<file path="src/rtl/cnn_accel_pkg.sv">
`default_nettype none

package cnn_accel_pkg;

    //////////////////////////////////////////////////////////////////////
    // Data widths
    //////////////////////////////////////////////////////////////////////
    localparam int WEIGHT_WIDTH = 16;
    localparam int ACT_WIDTH = 16;
    // Wide enough for nine 32-bit products with headroom
    localparam int ACC_WIDTH = 40;

    //////////////////////////////////////////////////////////////////////
    // Kernel and weight table geometry
    //////////////////////////////////////////////////////////////////////
    // 3x3 kernel
    localparam int TAPS_PER_KERNEL = 9;
    // Tap index, also low part of the table address
    localparam int TAP_ADDR_WIDTH = 4;
    localparam int GROUP_WIDTH = 6;
    localparam int RAM_ADDR_WIDTH = GROUP_WIDTH + TAP_ADDR_WIDTH;
    localparam int RAM_DEPTH = 1 << RAM_ADDR_WIDTH;
    // Array register plus output register
    localparam int RAM_READ_LATENCY = 2;
    // Two taps per cycle, odd lane idle on the last pair
    localparam int PAIRS_PER_KERNEL = 5;

    // Sequencer states
    typedef enum logic [1:0] {
        IDLE,
        ISSUE,
        GAP,
        DONE
    } seq_state_t;

endpackage

`default_nettype wire

</file>
<file path="src/rtl/config_loader.sv">
`timescale 1ns/1ps
`default_nettype none

module config_loader import cnn_accel_pkg::*; (
    input  logic                   clk,
    input  logic                   rst,
    input  logic                   config_mode,
    input  logic                   kernel_config_valid,
    input  logic [15:0]            kernel_full_count,
    input  logic                   act_wren,
    input  logic [ACT_WIDTH-1:0]   act_data,
    input  logic                   job_start,
    output logic                   job_accept,
    output logic [GROUP_WIDTH-1:0] last_group,
    output logic [ACT_WIDTH-1:0]   act_window0,
    output logic [ACT_WIDTH-1:0]   act_window1,
    output logic [ACT_WIDTH-1:0]   act_window2,
    output logic [ACT_WIDTH-1:0]   act_window3,
    output logic [ACT_WIDTH-1:0]   act_window4,
    output logic [ACT_WIDTH-1:0]   act_window5,
    output logic [ACT_WIDTH-1:0]   act_window6,
    output logic [ACT_WIDTH-1:0]   act_window7,
    output logic [ACT_WIDTH-1:0]   act_window8
);

    localparam int IDX_WIDTH = $clog2(TAPS_PER_KERNEL);
    localparam logic [IDX_WIDTH-1:0] LAST_IDX = IDX_WIDTH'(TAPS_PER_KERNEL - 1);

    logic [IDX_WIDTH-1:0] act_idx;
    logic [ACT_WIDTH-1:0] act_q [TAPS_PER_KERNEL];

    // Control registers
    always_ff @(posedge clk) begin
        if (rst) begin
            job_accept <= 1'b0;
            last_group <= '0;
            act_idx    <= '0;
        end else begin
            // Jobs are refused while loading
            job_accept <= job_start && !config_mode;
            if (kernel_config_valid) begin
                last_group <= kernel_full_count[GROUP_WIDTH-1:0];
            end
            if (job_accept) begin
                act_idx <= '0;
            end else if (act_wren) begin
                act_idx <= (act_idx == LAST_IDX) ? '0 : act_idx + 1'b1;
            end
        end
    end

    // Activation window, held for the whole job
    always_ff @(posedge clk) begin
        if (act_wren) begin
            act_q[act_idx] <= act_data;
        end
    end

    assign act_window0 = act_q[0];
    assign act_window1 = act_q[1];
    assign act_window2 = act_q[2];
    assign act_window3 = act_q[3];
    assign act_window4 = act_q[4];
    assign act_window5 = act_q[5];
    assign act_window6 = act_q[6];
    assign act_window7 = act_q[7];
    assign act_window8 = act_q[8];

endmodule

`default_nettype wire

</file>
<file path="config.mk">
export PLATFORM = sky130hd
export DESIGN_NAME = config_loader
export DESIGN_NICKNAME = d
export VERILOG_FILES = /design/src/rtl/cnn_accel_pkg.sv /design/src/rtl/config_loader.sv
export SDC_FILE = /design/constraint.sdc
export NUM_CORES = 1
export LEC_CHECK = 0
export ABC_CLOCK_PERIOD_IN_PS = 1500
export BUFFER_PORTS_ARGS = -buffer_cell sky130_fd_sc_hd__buf_2
export CAP_MARGIN = 30
export CELL_PAD_IN_SITES_DETAIL_PLACEMENT = 1
export CELL_PAD_IN_SITES_GLOBAL_PLACEMENT = 1
export CORE_ASPECT_RATIO = 1.75
export CORE_MARGIN = 1.5
export CORE_UTILIZATION = 36
export CTS_CLUSTER_SIZE = 12
export DETAILED_ROUTE_END_ITERATION = 10
export PLACE_DENSITY = 0.78
export SETUP_SLACK_MARGIN = 0.05
export SLEW_MARGIN = 0
export SYNTH_ARGS = -nofsm -noshare
export SYNTH_HDL_FRONTEND = slang
export SYNTH_SLANG_ARGS = --single-unit
</file>
<file path="constraint.sdc">
create_clock -name clk -period 1.5 [get_ports clk]
set_input_delay 0.15 -clock clk [delete_from_list [all_inputs] [get_ports clk]]
set_output_delay 0.15 -clock clk [all_outputs]
set_load 0.01 [all_outputs]
</file>
## Yosys cells after proc, flatten, opt, wreduce, memory -nomap -nowiden

Memory sizes are Yosys's and may differ from the RTL's.
Index checks and enable logic that the tools add are counted.

- Register bits: 11
- Memory bits (writable): 144
- Bits of input ports: 38
- Word-level logic and storage cells: 12
- Memories: 1

- $add $sub $neg: 1
- Eq/ne operators: 1
- Mux-type cells: 3
- Reductions and logical operators: 3

Memory list:

| memory | depth | width | read ports | clocked after Yosys merged registers in | wr ports | line | source |
|---|---|---|---|---|---|---|---|
| act_q | 9 | 16 | 9 | 0 | 1 | config_loader.sv:30 | `logic [ACT_WIDTH-1:0] act_q [TAPS_PER_KERNEL];` |

Operators by type and width:

| cell | number |
|---|---|
| $add 4x1->4 const B | 1 |
| $eq 4x4->1 const B | 1 |
| $mux 4 | 1 |
| $mux 1 | 2 |
| $reduce_or 2->1 | 1 |
| $logic_and 1x1->1 | 1 |
| $logic_not 1->1 | 1 |

## Longest topological paths before layout

- Depth in word-level cells: 2
- Depth in mapped cells: 5

## Worst setup path before layout

No wires, ideal clock.

- Path kind: register -> register
- Start: reg act_idx[3]
- End: mem act_q[3][0], enable pin
- Library setup time: 374 ps
- Data arrival time: 1077 ps
- Path slack: 49 ps
- Stages on the path, launching flop included: 3
- Buffers on the path: 0
- Period minus slack after synthesis: 1451 ps
- Path through: dfxtp_1 > nor3b_1 > and2_1

RTL lines:

| element | line | source |
|---|---|---|
| start: declaration | config_loader.sv:29 | `logic [IDX_WIDTH-1:0] act_idx;` |
| start signal: assignment | config_loader.sv:47 | `act_idx <= (act_idx == LAST_IDX) ? '0 : act_idx + 1'b1;` |
| end: declaration | config_loader.sv:30 |  |

No word-level cell before the write port.

## Final worst setup path

- Start: reg act_idx[2]
- End: mem act_q[4][15], enable pin

No word-level cell before the write port.

==> run metrics <==
Final GP Congestion about 0.77; DIE AREA between 10000 and 15000 um2; hold_sp act_data[7]; average size of a mapped cell 24.45 um2; initial core utilization between 30% and 40%; FF+latch count, synth ~160; Hold WC Path Type primary input to flop; die height roughly 160 um; synth unique cells 18; Post-route DRC 0; Nets 467; clk slew on worst S/H paths approximately 0.060 ns; WL/cell 18.98 um; slew margin rel. 85.44%; post-DP HPWL 8297 um; WP data arrival 1.48 ns; r2r startpoint act_idx[2]$_SDFFE_PP0P_; status complete, no violations; Root Driver clkbuf_16; Rows 56; Setup crit start act_idx[2]$_SDFFE_PP0P_; Placed Instance Area just over 6000 um2; antenna violations before repair 1; DR vias/cell 4.455; most frequent cells in the layout buf_2 (178), edfxtp_1 (144), buf_4 (18); pin count of the biggest net entering global routing 17; Max-Cap Viols 0; total design power between 9 and 10 mW; Worst Max-Slew Pin Slew 0.2174 ns; Core Util, Final approximately half; DR iter-0 viols about 110; Critical Path Fanout Max 10; total track usage 16.52%; Total Wirelength 11630 um; Syn-to-layout area delta 40.97%; Mapped Nets 241; H-tree depth 4; PwrDens 1347 nW/um2; R2R Setup Slk 0.12 ns; Synth Cell Area 4865 um2; Final Cell Area 6858 um2; CP required 1.60 ns; Setup Total Neg Slack 0 ns; LEAKAGE 2.703 nW; DP Cell Count 570; vias in the first global route 2814; antenna viol nets, final 0; Final Max Slew Viols 0; fraction of layout cells with a size suffix above 1 54.34%; VDD IR max approximately 1.0 mV; crit path launch type flop; total CTS buffers 17; Via Count 2731; RSZ-0062 raised after global routing no; Clock Skew around 0.0078 ns; non-filler cells, final 613; Synth Warn # 0; Pre-antenna DRT Iters 4; CTS tree built; worst skew pair latency roughly 0.41 ns; register area share after synthesis 93.42%; max frequency 723.0 MHz; Core ar. 13310 um2; CP Capture Type flop; period utilization about 90%; Main synth FF type edfxtp_1; fraction of registers with async set/reset 0%; first-pass GRT wire length about 17000 um; class of the most critical setup path flop to flop; I/O pin total 189; IO Port Bufs 178; Post-Syn Instances 199; grt ovf 0; EDFF count, synth ~140; minimum clock period 1.383 ns; worst-case clock buffer depth 2; Die Wd 90.88 um; Setup Viol. Count Final 0; commonest non-fill, non-tap cell in the layout buf_2; Sink Count 155; final hold vios 0
-- metal layers --
| layer | vias to the layer above | share of wire, % | track usage, % |
|---|---|---|---|
| met2 | 130 | 56 | 30.47 |
| met4 | 0 | 2.5 | 8.929 |
| met1 | 1350 | 35 | 16.36 |
| met5 | - | 0 | 0 |
| met3 | 18 | 6.2 | 5.005 |
| li1 | 1233 | - | - |
-- synthesized netlist by cell type, types with 2 or more instances --
| cell | instances | area [um2] |
|---|---|---|
| edfxtp_1 | 144 | 4324 |
| dfxtp_1 | 11 | 220.2 |
| nor2_1 | 9 | 33.78 |
| and2_1 | 8 | 50.05 |
| mux2i_1 | 7 | 70.07 |
| ha_1 | 4 | 50.05 |
| clkbuf_1 | 2 | 7.510 |
| inv_1 | 2 | 7.510 |
| nor3b_1 | 2 | 15.01 |
| xor2_1 | 2 | 17.52 |
-- cell type report --
class | count | area [um2]
fill | 1299 | 6455
sequential | 155 | 4544
timing repair buffer | 210 | 1216
clock buffer | 18 | 429.2
multi-input combinational | 39 | 302.8
tap | 174 | 217.7
clock inverter | 14 | 137.6
inverter | 2 | 7.507
antenna | 1 | 2.502
-- per-stage QoR --
stage / hold WS [ns] / setup WS, ns
floorplan: 0.2261 / 0.05043
global placement: 0.3137 / -0.02331
detailed placement: 0.3172 / -0.04195
CTS: 0.001545 / 0.08490
global route: 0.01969 / 0.04779
finish: 0.02279 / 0.1168
-- repair_timing --
| action | CTS | global route |
|---|---|---|
| pin swaps | 0 | 0 |
| setup endpoints to repair | 16 | 12 |
| resized for setup | 2 | 0 |
| hold endpoints to repair | 13 | 0 |
| setup buffers | 0 | 1 |
| hold buffers | 9 | 0 |
-- power by group --
group	switching [mW]	internal [mW]	total [mW]
logic	0.217	0.148	0.365
clock network	1.72	2.32	4.04
registers	0.0233	4.82	4.84
total	1.96	7.28	9.24
-- kinds of logic after synthesis --
kind of cell,after synthesis,share of synthesized area [%]
buf+inv,5,0.5402
simple gates,25,3.035
flops,155,93.42
mux,7,1.440
fa+ha+maj,4,1.029
xor+xnor,3,0.5402
-- worst max-delay path, stage by stage, from the launching register on --
cell	delay, ns
dfxtp_1	0.41
and3b_1	0.24
and2_1	0.17
buf_4	0.24
-- sequential cells by signal (all words and copies together) (netlist names) --
register    cells
act_q         144
last_group      6
act_idx         4
job_accept      1
-- worst paths after layout --
check                           cells after the start                 endpoint
worst min register to register                      1  act_idx[1]$_SDFFE_PP0P_
worst max-delay path                                3   act_q[4][15]$_DFFE_PP_
worst min-delay path                                1    act_q[1][7]$_DFFE_PP_
worst max register to register                      3   act_q[4][15]$_DFFE_PP_
Note: power is estimated with default switching activity, not from simulation.
