## config.mk

```make
export PLATFORM = sky130hd
export DESIGN_NAME = kernel_sequencer
export DESIGN_NICKNAME = d
export VERILOG_FILES = /design/src/rtl/cnn_accel_pkg.sv /design/src/rtl/kernel_sequencer.sv
export SDC_FILE = /design/constraint.sdc
export NUM_CORES = 1
export LEC_CHECK = 0
export BUFFER_PORTS_ARGS = -buffer_cell sky130_fd_sc_hd__buf_4
export CAP_MARGIN = 20
export CORE_AREA = 2 2 49 51
export CTS_CLUSTER_SIZE = 40
export DETAILED_ROUTE_END_ITERATION = 10
export DIE_AREA = 0 0 51 53
export HOLD_SLACK_MARGIN = 0.05
export MAX_ROUTING_LAYER = met4
export PLACE_DENSITY = 0.77
export SYNTH_ARGS = -nofsm -noshare
export SYNTH_HDL_FRONTEND = slang
export SYNTH_SLANG_ARGS = --single-unit
```

## constraint.sdc

```tcl
create_clock -name clk -period 3.8 [get_ports clk]
set_clock_uncertainty 0.05 [all_clocks]
set_input_delay 0.19 -clock clk [delete_from_list [all_inputs] [get_ports clk]]
set_output_delay 0.19 -clock clk [all_outputs]
set_load 0.05 [all_outputs]
```

## src/rtl/cnn_accel_pkg.sv

```systemverilog
`default_nettype none

package cnn_accel_pkg;

    //////////////////////////////////////////////////////////////////////
    // Data widths
    //////////////////////////////////////////////////////////////////////
    localparam int WEIGHT_WIDTH = 16;
    localparam int ACT_WIDTH = 16;
    // Wide enough for nine 32-bit products with headroom
    localparam int ACC_WIDTH = 40;

    //////////////////////////////////////////////////////////////////////
    // Kernel and weight table geometry
    //////////////////////////////////////////////////////////////////////
    // 3x3 kernel
    localparam int TAPS_PER_KERNEL = 9;
    // Tap index, also low part of the table address
    localparam int TAP_ADDR_WIDTH = 4;
    localparam int GROUP_WIDTH = 6;
    localparam int RAM_ADDR_WIDTH = GROUP_WIDTH + TAP_ADDR_WIDTH;
    localparam int RAM_DEPTH = 1 << RAM_ADDR_WIDTH;
    // Array register plus output register
    localparam int RAM_READ_LATENCY = 2;
    // Two taps per cycle, odd lane idle on the last pair
    localparam int PAIRS_PER_KERNEL = 5;

    // Sequencer states
    typedef enum logic [1:0] {
        IDLE,
        ISSUE,
        GAP,
        DONE
    } seq_state_t;

endpackage

`default_nettype wire

```

## src/rtl/kernel_sequencer.sv

```systemverilog
`timescale 1ns/1ps
`default_nettype none

module kernel_sequencer import cnn_accel_pkg::*; #(
    parameter int SEQ_ADDR_DELAY = 3
) (
    input  logic                                 clk,
    input  logic                                 rst,
    input  logic                                 job_accept,
    input  logic [GROUP_WIDTH-1:0]               last_group,
    output logic                                 ce_execute,
    output logic [$clog2(PAIRS_PER_KERNEL)-1:0]  ce_cycle_counter,
    output logic [TAP_ADDR_WIDTH-1:0]            wht_seq_addr0,
    output logic [TAP_ADDR_WIDTH-1:0]            wht_seq_addr1,
    output logic                                 next_kernel,
    output logic                                 busy
);

    localparam int PAIR_WIDTH = $clog2(PAIRS_PER_KERNEL);
    localparam logic [PAIR_WIDTH-1:0] LAST_PAIR = PAIR_WIDTH'(PAIRS_PER_KERNEL - 1);
    // Table group update delay plus margin
    localparam int GAP_CYCLES = SEQ_ADDR_DELAY + RAM_READ_LATENCY + 2;
    localparam int GAP_WIDTH = $clog2(GAP_CYCLES);
    localparam logic [GAP_WIDTH-1:0] GAP_LAST = GAP_WIDTH'(GAP_CYCLES - 1);

    seq_state_t             state;
    logic [PAIR_WIDTH-1:0]  pair_q;
    logic [GAP_WIDTH-1:0]   gap_q;
    logic [GROUP_WIDTH-1:0] kernel_q;

    //////////////////////////////////////////////////////////////////////
    // Kernel walk
    //////////////////////////////////////////////////////////////////////
    always_ff @(posedge clk) begin
        if (rst) begin
            state            <= IDLE;
            pair_q           <= '0;
            gap_q            <= '0;
            kernel_q         <= '0;
            ce_execute       <= 1'b0;
            ce_cycle_counter <= '0;
            wht_seq_addr0    <= '0;
            wht_seq_addr1    <= '0;
            next_kernel      <= 1'b0;
        end else begin
            ce_execute  <= 1'b0;
            next_kernel <= 1'b0;
            case (state)
                IDLE: begin
                    if (job_accept) begin
                        state    <= ISSUE;
                        pair_q   <= '0;
                        kernel_q <= '0;
                    end
                end
                ISSUE: begin
                    // Even tap on lane 0, odd tap on lane 1
                    ce_execute       <= 1'b1;
                    ce_cycle_counter <= pair_q;
                    wht_seq_addr0    <= {pair_q, 1'b0};
                    wht_seq_addr1    <= {pair_q, 1'b1};
                    if (pair_q == LAST_PAIR) begin
                        state  <= GAP;
                        pair_q <= '0;
                        gap_q  <= '0;
                    end else begin
                        pair_q <= pair_q + 1'b1;
                    end
                end
                GAP: begin
                    // Pulse right after the last pair
                    next_kernel <= (gap_q == '0);
                    gap_q       <= gap_q + 1'b1;
                    if (gap_q == GAP_LAST) begin
                        if (kernel_q == last_group) begin
                            state <= DONE;
                        end else begin
                            state    <= ISSUE;
                            kernel_q <= kernel_q + 1'b1;
                        end
                    end
                end
                DONE: begin
                    state <= IDLE;
                end
                default: begin
                    state <= IDLE;
                end
            endcase
        end
    end

    assign busy = (state != IDLE);

endmodule

`default_nettype wire

```

## Word level (Yosys, flattened, before mapping)

Cells that the tools add are included.

| storage, ports and cells | value |
|---|---|
| output and inout bits | 14 |
| logic and storage cells | 48 |
| bits of input ports | 9 |
| bits in registers | 23 |

| operators by class | value |
|---|---|
| reduce and logical (&&, ||, !) cells | 11 |
| equal/unequal tests | 10 |
| bitwise logic cells | 1 |
| add/subtract/negate cells | 3 |
| muxes and demuxes | 15 |

Operators by type and width:

| cell | number |
|---|---|
| $mux W6 | 3 |
| $pmux W3 S2 | 2 |
| $pmux W6 S2 | 1 |
| $mux W3 | 3 |
| $mux W2 | 4 |
| $ne A2 B2 Y1 const B | 4 |
| $pmux W2 S4 | 1 |
| $reduce_bool A2 Y1 | 4 |
| $add A3 B1 Y3 const B | 2 |
| $add A6 B1 Y6 const B | 1 |
| $eq A3 B3 Y1 const B | 2 |
| $eq A6 B6 Y1 | 1 |
| $eq A2 B2 Y1 const B | 2 |
| $reduce_and A2 Y1 | 2 |
| $reduce_and A4 Y1 | 1 |
| $logic_not A3 Y1 | 1 |
| $reduce_and A3 Y1 | 1 |
| $eq A2 B1 Y1 const B | 1 |
| $logic_not A2 Y1 | 1 |
| $reduce_or A2 Y1 | 1 |
| $mux W1 | 1 |
| $not A1 Y1 | 1 |

## Logic depth before layout (Yosys ltp)

| depth | value |
|---|---|
| word-level depth | 4 |
| depth in mapped cells | 6 |
| mapped depth without buffers | 6 |

## Least setup slack after synthesis

OpenSTA, ideal clock, no wires.

| timing path | value |
|---|---|
| path kind | reg-to-reg |
| from | register gap_q[0] |
| to | register kernel_q[5] |
| clock period less this slack | 1.365 ns |
| data arrival time | 1.177 ns |
| data required time | 3.613 ns |
| library setup time | 0.137 ns |
| stages on the path, launching flop included | 7 |
| setup slack | 2.435 ns |
| buffers on the path | 0 |
| cells stage by stage | dfxtp_1 inv_1 ha_1 nand3_1 a21oi_1 o21a_4 o311ai_2 |

| on the way | value |
|---|---|
| cells in the longest elaborated chain, start to end | 3 |

RTL lines:

| what | line | text |
|---|---|---|
| start: declaration | kernel_sequencer.sv:28 | `logic [GAP_WIDTH-1:0] gap_q;` |
| start signal: assignment | kernel_sequencer.sv:73 | `gap_q <= gap_q + 1'b1;` |
| $eq A3 B3 Y1 | kernel_sequencer.sv:74 | `if (gap_q == GAP_LAST) begin` |
| $ne A2 B2 Y1 (no line) | - |  |
| $reduce_and A4 Y1 (no line) | - |  |
| end signal: assignment | kernel_sequencer.sv:79 | `kernel_q <= kernel_q + 1'b1;` |
| end: declaration | kernel_sequencer.sv:29 | `logic [GROUP_WIDTH-1:0] kernel_q;` |

No other way between the ends.
A chain may end at the register's enable or synchronous reset.

## Final worst setup path

| timing path | value |
|---|---|
| from | register state[1] |
| to | register kernel_q[3] |

| on the way | value |
|---|---|
| cells in the longest elaborated chain, start to end | 3 |
| elaborated cells between the ends (all ways) | 8 |
| those cells by class | 4 x eq/ne; 1 x mux; 3 x reduce/logical |

RTL lines:

| what | line | text |
|---|---|---|
| start: declaration | kernel_sequencer.sv:26 | `seq_state_t state;` |
| start signal: assignment | kernel_sequencer.sv:36 | `state <= IDLE;` |
| start signal: assignment | kernel_sequencer.sv:51 | `state <= ISSUE;` |
| start signal: assignment | kernel_sequencer.sv:63 | `state <= GAP;` |
| $eq A2 B2 Y1 / $logic_not A2 Y1 (equally long branches) | kernel_sequencer.sv:48 | `case (state)` |
| $ne A2 B2 Y1 (no line) / $reduce_bool A2 Y1 (equally long branches) | - |  |
| $reduce_and A4 Y1 (no line) | - |  |

Several ways; a longest one is shown, not always the timed one.

==> results.md <==
- Die height: 53 microns
- Post-CTS Hold Fix Bufs: 0
- Worst Setup EP: kernel_q[3]$_SDFFE_PP0P_
- Post-synth top flop: dfxtp_1
- Post-Syn Area: 0.001176 sq mm
- Syn nets: 149
- Kind of start point of the critical path: flip-flop
- Final Max Tran Viols: 0
- Pwr/cell area: 337.5 mW/mm^2
- DRT Pass-1 Iters: 4
- Tcrit/Tclk final: 45.28%
- CORE AREA: 0.002148 sq mm
- Detailed Route Iter0 Violations: 21
- Static leakage: 0.0005276 uW
- CTS buffer count: 3
- DP Wirelength: 1657 microns
- Clk Latency, worst-skew pair: 0.30 ns
- Setup_tns: 0 ns
- RSZ-0062 raised after global routing: false
- CTS max path bufs: 2
- CTS clk-pin slew, worst paths: 0.12 ns
- Share of the synthesized area in the top cell type: 34.04%
- Via-to-Cell Ratio: 5.705
- Sink Count: 20
- Switch Pwr: 114.5 uW
- FFs w/ async S/R, synth: 0%
- Maxcap violations: 0
- Sw Ratio: 25.08%
- Total wire length: 2410 microns
- P&R area growth vs syn: 15.00%
- Reg2reg start: state[1]$_SDFFE_PP0P_
- Die width: 51 microns
- Yosys warns: 0
- Leading area contributor after synthesis: dfxtp_1
- Core Rows: 17
- Comb pwr share: 13.6%
- Sequential share of power: 47.8%
- Clock Power Share: 38.7%
- Post-CTS Repair Setup Buffers: 0
- Outcome: complete, no violations
- Antenna cells: 0
- Flop2flop setup slack: 2.08 ns
- Reg-to-reg endpoint: kernel_q[3]$_SDFFE_PP0P_
- Post-Synthesis Cells: 134
- GRT overflow: 0
- Initial antenna violation count: 0
- # resized after CTS: 0
- Via count: 1004
- VDD IR-drop max: 0.2593 mV
- CTS tree: built
- H-tree levels: 1
- CP arrival: 1.89 ns
- Worst min-delay path class: in -> reg
- Die footprint: 0.002703 sq mm
- Netlist cell types: 40
- Finished Cell Area: 0.001353 sq mm
- Gr usage total: 20.29%
- Post-synth top cells: dfxtp_1 (20), nand2_1 (15), a21oi_1 (9), inv_1 (9), nor2_1 (8)
- Placed cell areas: 0.001300 sq mm
- Fin nets: 164
- Int Pwr: 342.0 uW
- Hold Path Depth: 2
- Vias in the first global route: 902
- Fraction of layout cells with a size suffix above 1: 23.65%
- Yosys reg bits: 20
- Syn Area/Cell: 8.777 sq um
- Final ANT Viol Nets: 0
- Final setup viols: 0
- Register area share after synthesis: 34.04%
- Highest Clock Rate: 581.2 MHz
- Clock root buffer: clkbuf_4
- Most common cell in the netlist: dfxtp_1
- Worst EP required: 3.97 ns
- CP Class: reg -> reg
- First-pass GRT wire length: 3953 microns
- Setup crit start: state[1]$_SDFFE_PP0P_
- Starting Density: 54.75%
- Number of enable flip-flop cells after synthesis: 0
- Post-route minimum period: 1.721 ns
- Routability-driven placement congestion ratio: 0.8829
- # DRC: 0
- Hold Fails Final Rpt: 0
- Largest net degree at the start of global routing: 22
- Crit path capture type: flip-flop
- Hold Startpoint: rst
- Reg2reg path depth: 4
- Top cells by area, synth: dfxtp_1 (34%), ha_1 (6.4%), xnor2_2 (5.5%)
- IO Count: 23
- # port buffers: 21
- Avg WL per Cell: 13.69 microns
- Worst-path fanout max: 18
-- stage by stage --
stage	cells	power, uW	hold slack, ns	setup slack [ns]	util (%)
2_1_floorplan	134	265.5	0.3355	2.435	-
3_3_place_gp	172	282.1	0.4043	2.203	60.51
3_5_place_dp	172	283.2	0.4186	2.158	60.51
4_1_cts	176	459.9	0.1473	2.122	62.96
5_1_grt	176	474.1	0.1525	1.936	62.96
6_report	176	456.4	0.1547	2.079	62.96
-- worst min path at each step --
stage	endpoint	slack [ns]
finish	wht_seq_addr0[3]$_SDFFE_PP0P_	0.15
global route	pair_q[0]$_SDFFE_PP0P_	0.15
CTS	pair_q[2]$_SDFFE_PP0P_	0.15
detailed placement	wht_seq_addr1[0]$_SDFFE_PP0P_	0.42
global placement	wht_seq_addr1[0]$_SDFFE_PP0P_	0.40
floorplan	kernel_q[2]$_SDFFE_PP0P_	0.34
-- cells in the final DEF (no fill, tap or decap), types with 2 or more instances in the layout --
cell type | synthesis | final
o211ai_1 | 2 | 2
nor4_1 | 2 | 2
inv_1 | 9 | 9
a21oi_1 | 9 | 9
nor3_1 | 4 | 4
nand4_1 | 2 | 2
ha_1 | 6 | 6
xnor2_2 | 4 | 4
nand3_1 | 6 | 6
dfxtp_1 | 20 | 20
nand2_1 | 15 | 15
o311ai_1 | 2 | 2
nand2b_1 | 2 | 2
and4b_1 | 2 | 2
and2b_1 | 2 | 2
nor2_1 | 8 | 8
o21ai_0 | 5 | 5
o2111ai_1 | 2 | 2
clkbuf_4 | 0 | 3
xnor2_1 | 3 | 3
buf_4 | 7 | 21
-- final cells by class --
class | instances | area (sq um)
clock buffers | 3 | 22.52
clock inverters | 1 | 30.03
fillers | 187 | 795.8
inverters | 10 | 37.54
multi-input cells | 93 | 669.4
flip-flops and latches | 20 | 400.4
well taps | 28 | 35.03
repair buffers | 21 | 157.7
-- metal layers --
layer | wire, microns | vias up | global-route usage [%]
li1 | - | 502 | -
met1 | 1090 | 452 | 24.04
met2 | 1096 | 40 | 32.68
met3 | 140 | 10 | 3.390
met4 | 82 | 0 | 11.71
met5 | 0 | - | -
-- flip-flops by register name, indices dropped and copies added, names as in the netlist --
signal,count
kernel_q,6
gap_q,3
pair_q,3
wht_seq_addr1,3
state,2
ce_execute,1
next_kernel,1
wht_seq_addr0,1
-- power by group through the flow --
stage | clock network [uW] | logic, uW | registers (uW)
floorplan | 0 | 36.7 | 229
global placement | 0 | 59.7 | 222
detailed placement | 0 | 60.6 | 223
CTS | 180 | 61.9 | 218
global route | 189 | 66.4 | 219
finish | 177 | 61.9 | 218
-- kinds of logic (layout without fill, tap and decap cells) --
| group | count (synthesis) | after routing | synth area share, % |
|---|---|---|---|
| other | 1 | 1 | 0.3188 |
| flip-flops | 20 | 20 | 34.04 |
| AND/OR/NAND/NOR | 50 | 50 | 23.83 |
| buffers and inverters | 21 | 35 | 9.042 |
| AO/OA/AOI/OAI | 29 | 29 | 18.62 |
| adder cells (fa/ha/maj) | 6 | 6 | 6.383 |
| XOR/XNOR | 7 | 7 | 7.766 |
-- worst max-delay path, stage by stage (launching register included) --
cell      delay (ns)
dfxtp_1         0.65
or3b_4          0.48
nor4_1          0.23
o21ai_0         0.12
o311ai_1        0.10
(Power assumes the default switching activity.)
