===== src/rtl/cnn_accel_pkg.sv =====
`default_nettype none

package cnn_accel_pkg;

    //////////////////////////////////////////////////////////////////////
    // Data widths
    //////////////////////////////////////////////////////////////////////
    localparam int WEIGHT_WIDTH = 16;
    localparam int ACT_WIDTH = 16;
    // Wide enough for nine 32-bit products with headroom
    localparam int ACC_WIDTH = 40;

    //////////////////////////////////////////////////////////////////////
    // Kernel and weight table geometry
    //////////////////////////////////////////////////////////////////////
    // 3x3 kernel
    localparam int TAPS_PER_KERNEL = 9;
    // Tap index, also low part of the table address
    localparam int TAP_ADDR_WIDTH = 4;
    localparam int GROUP_WIDTH = 6;
    localparam int RAM_ADDR_WIDTH = GROUP_WIDTH + TAP_ADDR_WIDTH;
    localparam int RAM_DEPTH = 1 << RAM_ADDR_WIDTH;
    // Array register plus output register
    localparam int RAM_READ_LATENCY = 2;
    // Two taps per cycle, odd lane idle on the last pair
    localparam int PAIRS_PER_KERNEL = 5;

    // Sequencer states
    typedef enum logic [1:0] {
        IDLE,
        ISSUE,
        GAP,
        DONE
    } seq_state_t;

endpackage

`default_nettype wire


===== src/rtl/kernel_mac.sv =====
`timescale 1ns/1ps
`default_nettype none

module kernel_mac import cnn_accel_pkg::*; (
    input  logic                          clk,
    input  logic                          rst,
    input  logic [2*WEIGHT_WIDTH-1:0]     wht_table_dout,
    input  logic                          wht_table_dout_valid,
    input  logic                          last_kernel,
    input  logic [ACT_WIDTH-1:0]          act_window0,
    input  logic [ACT_WIDTH-1:0]          act_window1,
    input  logic [ACT_WIDTH-1:0]          act_window2,
    input  logic [ACT_WIDTH-1:0]          act_window3,
    input  logic [ACT_WIDTH-1:0]          act_window4,
    input  logic [ACT_WIDTH-1:0]          act_window5,
    input  logic [ACT_WIDTH-1:0]          act_window6,
    input  logic [ACT_WIDTH-1:0]          act_window7,
    input  logic [ACT_WIDTH-1:0]          act_window8,
    output logic                          result_valid,
    output logic signed [ACC_WIDTH-1:0]   result_data,
    output logic                          result_last
);

    localparam int PAIR_WIDTH = $clog2(PAIRS_PER_KERNEL);
    localparam logic [PAIR_WIDTH-1:0] LAST_PAIR = PAIR_WIDTH'(PAIRS_PER_KERNEL - 1);

    logic signed [WEIGHT_WIDTH-1:0]           wht0;
    logic signed [WEIGHT_WIDTH-1:0]           wht1;
    logic signed [ACT_WIDTH-1:0]              act [TAPS_PER_KERNEL];
    logic signed [WEIGHT_WIDTH+ACT_WIDTH-1:0] prod0;
    logic signed [WEIGHT_WIDTH+ACT_WIDTH-1:0] prod1_raw;
    logic signed [WEIGHT_WIDTH+ACT_WIDTH-1:0] prod1;
    logic signed [ACC_WIDTH-1:0]              acc_q;
    logic signed [ACC_WIDTH-1:0]              acc_sum;
    logic [PAIR_WIDTH-1:0]                    pair_q;

    // Window indexed by tap
    assign act[0] = act_window0;
    assign act[1] = act_window1;
    assign act[2] = act_window2;
    assign act[3] = act_window3;
    assign act[4] = act_window4;
    assign act[5] = act_window5;
    assign act[6] = act_window6;
    assign act[7] = act_window7;
    assign act[8] = act_window8;

    //////////////////////////////////////////////////////////////////////
    // Two-lane multiply and running sum
    //////////////////////////////////////////////////////////////////////
    assign wht0 = wht_table_dout[WEIGHT_WIDTH-1:0];
    assign wht1 = wht_table_dout[2*WEIGHT_WIDTH-1:WEIGHT_WIDTH];
    assign prod0 = wht0 * act[{pair_q, 1'b0}];
    assign prod1_raw = wht1 * act[{pair_q, 1'b1}];
    // Odd lane has no tap on the last pair
    assign prod1 = (pair_q == LAST_PAIR) ? '0 : prod1_raw;
    assign acc_sum = acc_q + prod0 + prod1;

    always_ff @(posedge clk) begin
        if (rst) begin
            pair_q       <= '0;
            acc_q        <= '0;
            result_valid <= 1'b0;
            result_last  <= 1'b0;
        end else begin
            result_valid <= 1'b0;
            result_last  <= 1'b0;
            if (wht_table_dout_valid) begin
                if (pair_q == LAST_PAIR) begin
                    // Fifth pair closes the kernel
                    result_data  <= acc_sum;
                    result_valid <= 1'b1;
                    result_last  <= last_kernel;
                    acc_q        <= '0;
                    pair_q       <= '0;
                end else begin
                    acc_q  <= acc_sum;
                    pair_q <= pair_q + 1'b1;
                end
            end
        end
    end

endmodule

`default_nettype wire


===== config.mk =====
export PLATFORM = sky130hd
export DESIGN_NAME = kernel_mac
export DESIGN_NICKNAME = d
export VERILOG_FILES = /design/src/rtl/cnn_accel_pkg.sv /design/src/rtl/kernel_mac.sv
export SDC_FILE = /design/constraint.sdc
export NUM_CORES = 2
export LEC_CHECK = 0
export BUFFER_PORTS_ARGS = -buffer_cell sky130_fd_sc_hd__buf_4
export CAP_MARGIN = 10
export CORE_MARGIN = 2
export CORE_UTILIZATION = 40
export CTS_CLUSTER_DIAMETER = 100
export DETAILED_ROUTE_END_ITERATION = 10
export PLACE_DENSITY_LB_ADDON = 0.05
export SYNTH_ARGS = -nofsm -noshare
export SYNTH_HDL_FRONTEND = slang
export SYNTH_SLANG_ARGS = --single-unit
export TNS_END_PERCENT = 50

===== constraint.sdc =====
create_clock -name clk -period 11.7 [get_ports clk]
set_input_delay 0.585 -clock clk [delete_from_list [all_inputs] [get_ports clk]]
set_output_delay 0.585 -clock clk [all_outputs]
set_load 0.01 [all_outputs]

After elaboration in Yosys (flattened, before gate mapping)
Cells that the tools add are included.

Flip-flop bits (word level): 85. Logic and storage cells: 31.

$add $sub $neg: 3. $mul: 2. $lt $le $gt $ge: 2. Equality and inequality tests: 1. Mux-type cells: 10. Bitwise operators: 5. Reduce and logical (&&, ||, !) cells: 3.

Operators with widths (count): $bmux W16 S4 (2); $add A40 B32 Y40 (2); $mul A16 B16 Y32 (2); $mux W16 (4); $mux W40 (1); $mux W32 (1); $ge A5 B5 Y1 const B (2); $not A4 Y5 (2); $add A3 B1 Y3 const B (1); $eq A3 B3 Y1 const B (1); $mux W3 (1); $not A1 Y1 (3); $reduce_and A3 Y1 (1); $reduce_or A3 Y1 (1); $reduce_or A2 Y1 (1); $mux W1 (1).

Logic depth before layout (Yosys ltp)
Depth in word-level cells: 8. Gate-level depth with buffers: 46. Depth with buffers taken out: 42.

Least setup slack after synthesis
Ideal clock, no wire load.

Path type: reg2reg. From: reg pair_q[0]. To: reg acc_q[39]. Arrival: 11.950 ns. Data required time: 11.583 ns. Setup slack: -0.367 ns. Stages on the path, launching flop included: 43. Path buffers: 4. Period minus slack after synthesis: 12.067 ns. Cell sequence: dfxtp_1 clkbuf_1 buf_2 mux4_2 and2_1 clkbuf_1 nand2_1 inv_1 fa_1 inv_1 fa_1 inv_1 fa_1 fa_1 fa_1 fa_1 ha_1 clkbuf_1 (+7 left out) a311oi_1 fa_1 inv_1 fa_1 ha_1 fa_1 inv_1 fa_1 fa_1 inv_1 ha_1 a21o_1 a21oi_1 nand2b_1 o31ai_2 a31oi_2 xnor2_1 a22o_1.

Cells in the longest elaborated chain, start to end: 8.

Ends and longest elaborated chain: from (decl) (RTL line kernel_mac.sv:35) `logic [PAIR_WIDTH-1:0] pair_q;`; from (signal assigned) (RTL line kernel_mac.sv:78) `pair_q <= pair_q + 1'b1;`; $not A4 Y5 (on tied branches) (RTL line kernel_mac.sv:53, kernel_mac.sv:54); $bmux W16 S4 (on tied branches) (RTL line kernel_mac.sv:53, kernel_mac.sv:54); $mux W16 (on tied branches) (2 in series) (RTL line kernel_mac.sv:53, kernel_mac.sv:54); $mul A16 B16 Y32 (on tied branches) (RTL line kernel_mac.sv:53, kernel_mac.sv:54); $add A40 B32 Y40 / $mux W32 (equally long branches) (RTL line kernel_mac.sv:57, kernel_mac.sv:56); $add A40 B32 Y40 * (RTL line kernel_mac.sv:57) `assign acc_sum = acc_q + prod0 + prod1;`; via acc_sum[39] (RTL line kernel_mac.sv:34) `logic signed [ACC_WIDTH-1:0] acc_sum;`; $mux W40 * (RTL line kernel_mac.sv:69) `if (pair_q == LAST_PAIR) begin`; to (signal assigned) (RTL line kernel_mac.sv:77) `acc_q <= acc_sum;`; to (decl) (RTL line kernel_mac.sv:33) `logic signed [ACC_WIDTH-1:0] acc_q;`.

Mark *: on every way through the listed nets, which the timed path passes. The rest lies on a longest branch. The select of a mux whose other input is x is not followed. A chain may end at the register's enable or synchronous reset.

Worst setup path in the final report
From: reg pair_q[0]. To: reg acc_q[32].

The elaborated chain is that of the path after synthesis.

==> impl_metrics.csv <==
group,metric,value,unit
hold_path,min-delay-start,"last_kernel",
synthesis,synthesis.nets,3868,
cells_and_area,fill_cells,6383,
floorplan,pin_count,222,
sta,worst_slew_pin_slew,1110,ps
routing,wirelength,79300,um
synthesis,syn-cell-area,27100,um2
routing,wire_per_inst,19.3,um
sta,period_share,0.983,
synthesis,yosys_register_bits,85,
floorplan,num_rows,95,
hold_path,hold_path_class,"input pin to flop",
floorplan,fp.dieH,264,um
floorplan,coreArea,67200,um2
global_route,grtUsageMet3,0.0308,
setup_path,r2r_end,"acc_q[32]$_SDFFE_PP0P_",
sta,finalCriticalPeriod,11500,ps
clock_network,cts_root_buffer,"clkbuf_16",
routing,first_pass_iters,5,
clock_network,clk_pin_slew,70,ps
setup_path,cp-end-kind,"flop",
setup_path,crit_fanout,8,
clock_network,cts_tree,"built",
synthesis,synth_flop_cell,"dfxtp_1",
routing,drc,0,
place,place_congestion,0.875,
sta,slew_headroom,0.256,
outcome,status,"finished, final reports clean",
sta,fmax,0.0869,GHz
setup_path,crit_path_max_incr_delay,610,ps
setup_path,start_kind,"flop",
clock_network,cts_hold_buf,0,
routing,ant_nets,0,
routing,dr_total_vias,21023,
synthesis,synthArstFlopShare,0,
job,cap_violations,0,
setup_path,required,12010,ps
synthesis,synth.area.top_cells,"fa_1 46%, inv_1 10%, ha_1 9.1%",
sta,finalMaxSlewViolations,0,
clock_network,cts_buffers,9,
setup_path,path_common_cell,"fa_1",
clock_network,clk_latency,370,ps
global_route,grt_max_degree,42,
synthesis,yosysTopAreaCellShare,0.465,
setup_path,reg2reg_from,"pair_q[0]$_SDFFE_PP0P_",
global_route,grt_pass1_wl,126000,um
global_route,grtUsageMet1,0.316,
routing,drt_iter0_markers,1045,
synthesis,synth_cell_types,68,
global_route,grt_pass1_vias,22719,
global_route,grt_overflow,0,
floorplan,die_area,69900,um2
clock_network,cts_num_sinks,85,
setup_path,r2r_cells,47,
global_route,antenna_found_initial,4,
synthesis,synth_top_area_cell,"fa_1",
cells_and_area,areaGrowthSynthToFinish,21.3,%
setup_path,reg2reg_slack,200,ps
clock_network,cts_buffer_depth,2,
setup_path,cp.arrival,11810,ps
cells_and_area,layout-drive-gt1-share,0.231,
sta,setup_violations,0,
synthesis,yosys_warnings,0,
hold_path,worstHoldPathCells,2,
global_route,grt_use_total,0.233,
sta,fin_skew,13.2,ps
setup_path,path_class,"flop to flop",
global_route,grt_use_met2,0.403,
synthesis,synth-edff-count,40,
sta,timing.hold.ws,417,ps
synthesis,netlist_instances,2860,
setup_path,cp_slowest_cell,"fa_1",
place,hpwl,66600,um
cells_and_area,diodes,0,
synthesis,yosysSeqAreaShare,0.0775,
floorplan,start_util,0.404,
global_route,busiest_layer,"met2",
sta,rsz0062_at_grt,"yes",
sta,finalHoldViolCount,0,
routing,vias_per_cell,5.12,
cells_and_area,fin_nets,4239,
floorplan,die_w,264,um
synthesis,avgSynthCellArea,9.48,um2
hold_path,min_to,"result_last$_SDFF_PP0_",
clock_network,htreeDepth,3,
place,port-buffer-count,221,
[worst max path at each step]
stage | startpoint | end | cells after the start
after CTS | pair_q[0]$_SDFFE_PP0P_ | acc_q[35]$_SDFFE_PP0P_ | 45
after floorplan | pair_q[0]$_SDFFE_PP0P_ | result_data[38]$_DFFE_PP_ | 44
after global routing | pair_q[0]$_SDFFE_PP0P_ | acc_q[32]$_SDFFE_PP0P_ | 45
after global placement | act_window5[1] | result_data[38]$_DFFE_PP_ | 45
after detailed placement | act_window7[2] | result_data[38]$_DFFE_PP_ | 42
final | pair_q[0]$_SDFFE_PP0P_ | acc_q[32]$_SDFFE_PP0P_ | 47
[metrics by stage]
step | TNS (ps) | util | cells | area, um2 | setup WS [ps]
4_1_cts | -4.97 | 0.474 | 4084 | 31800 | -4.97
3_5_place_dp | -5960 | 0.464 | 4059 | 31200 | -422
6_report | 0 | 0.490 | 4109 | 32900 | 199
2_1_floorplan | 0 | - | 2860 | 27100 | 27.1
5_1_grt | -1200 | 0.490 | 4109 | 32900 | -149
3_3_place_gp | -3200 | 0.464 | 4059 | 31200 | -247
[Yosys cell counts (3+ instances only)]
cell type	instances
nand2b_1	15
nor3_1	11
or2_2	25
a22o_1	25
buf_2	5
o2111ai_1	3
a32o_1	3
nand4_1	10
o21bai_1	6
nor4_1	3
o21a_1	10
o31ai_1	9
or3_1	11
o211ai_1	5
o21ai_0	34
a21boi_0	4
clkbuf_1	109
xnor2_1	48
a211oi_1	6
nand3_1	29
nor2b_1	48
and2_1	72
xor2_1	15
inv_1	728
a41oi_1	3
mux2i_1	3
nor2_1	71
a21o_1	23
a22oi_1	19
edfxtp_1	40
ha_1	198
o32ai_1	3
and3_1	132
dfxtp_1	45
a31oi_1	7
nand2_1	331
fa_1	630
a21oi_1	53
mux4_2	32
[cell usage in the layout, fill, tap and decap left out, drive strengths merged, types with 40 or more instances in the layout]
cell type,n
a21oi,53
and2,74
and3,132
buf,471
dfxtp,45
edfxtp,40
fa,630
ha,198
inv,727
nand2,331
nor2,71
nor2b,48
xnor2,48
[cell families after synthesis]
| group | Yosys count | share of synthesized area |
|---|---|---|
| XOR/XNOR | 63 | 0.0203 |
| multiplexers | 36 | 0.0281 |
| AO/OA/AOI/OAI | 240 | 0.0627 |
| buffers and inverters | 843 | 0.117 |
| adder cells (fa/ha/maj) | 828 | 0.556 |
| flip-flops | 85 | 0.0775 |
| AND/OR/NAND/NOR | 765 | 0.138 |
[registers in the layout, indices dropped and copies added (netlist names)]
name	flops
acc_q	40
result_data	40
result_valid	1
result_last	1
pair_q	3
[layer usage]
layer	vias up	wire length (um)
li1	9468	-
met1	10939	33900
met2	547	40000
met3	69	4070
met4	0	1350
met5	-	0
[worst max-delay path, delay by kind of cell, from the launching register on]
kind | cells | cell delay (ps)
multiplexers | 1 | 350
flip-flops | 1 | 370
adder cells (fa/ha/maj) | 14 | 6210
AND/OR/NAND/NOR | 4 | 550
AO/OA/AOI/OAI | 11 | 2040
buffers and inverters | 15 | 1500
XOR/XNOR | 2 | 390
[layout make-up]
type | count | area, um2 | area share
Clock inverter | 6 | 88.8 | 0.00270
Timing Repair Buffer | 471 | 3650 | 0.111
Clock buffer | 10 | 229 | 0.00696
Tap cell | 873 | 1090 | 0.0332
Inverter | 729 | 2740 | 0.0832
Sequential cell | 85 | 2110 | 0.0641
Multi-Input combinational cell | 1935 | 23000 | 0.699
[repair_timing]
| action | in CTS | in global routing |
|---|---|---|
| endpoints found under the hold margin | 0 | 0 |
| setup endpoints to repair | 26 | 40 |
| gates cloned | 2 | 1 |
| resized for setup | 52 | 194 |
| pin swaps | 17 | 118 |
| setup buffers | 7 | 27 |
Power is left out: the tool's default activity adds up to more than one toggle a clock period on the data nets, which glitch-free logic cannot reach.
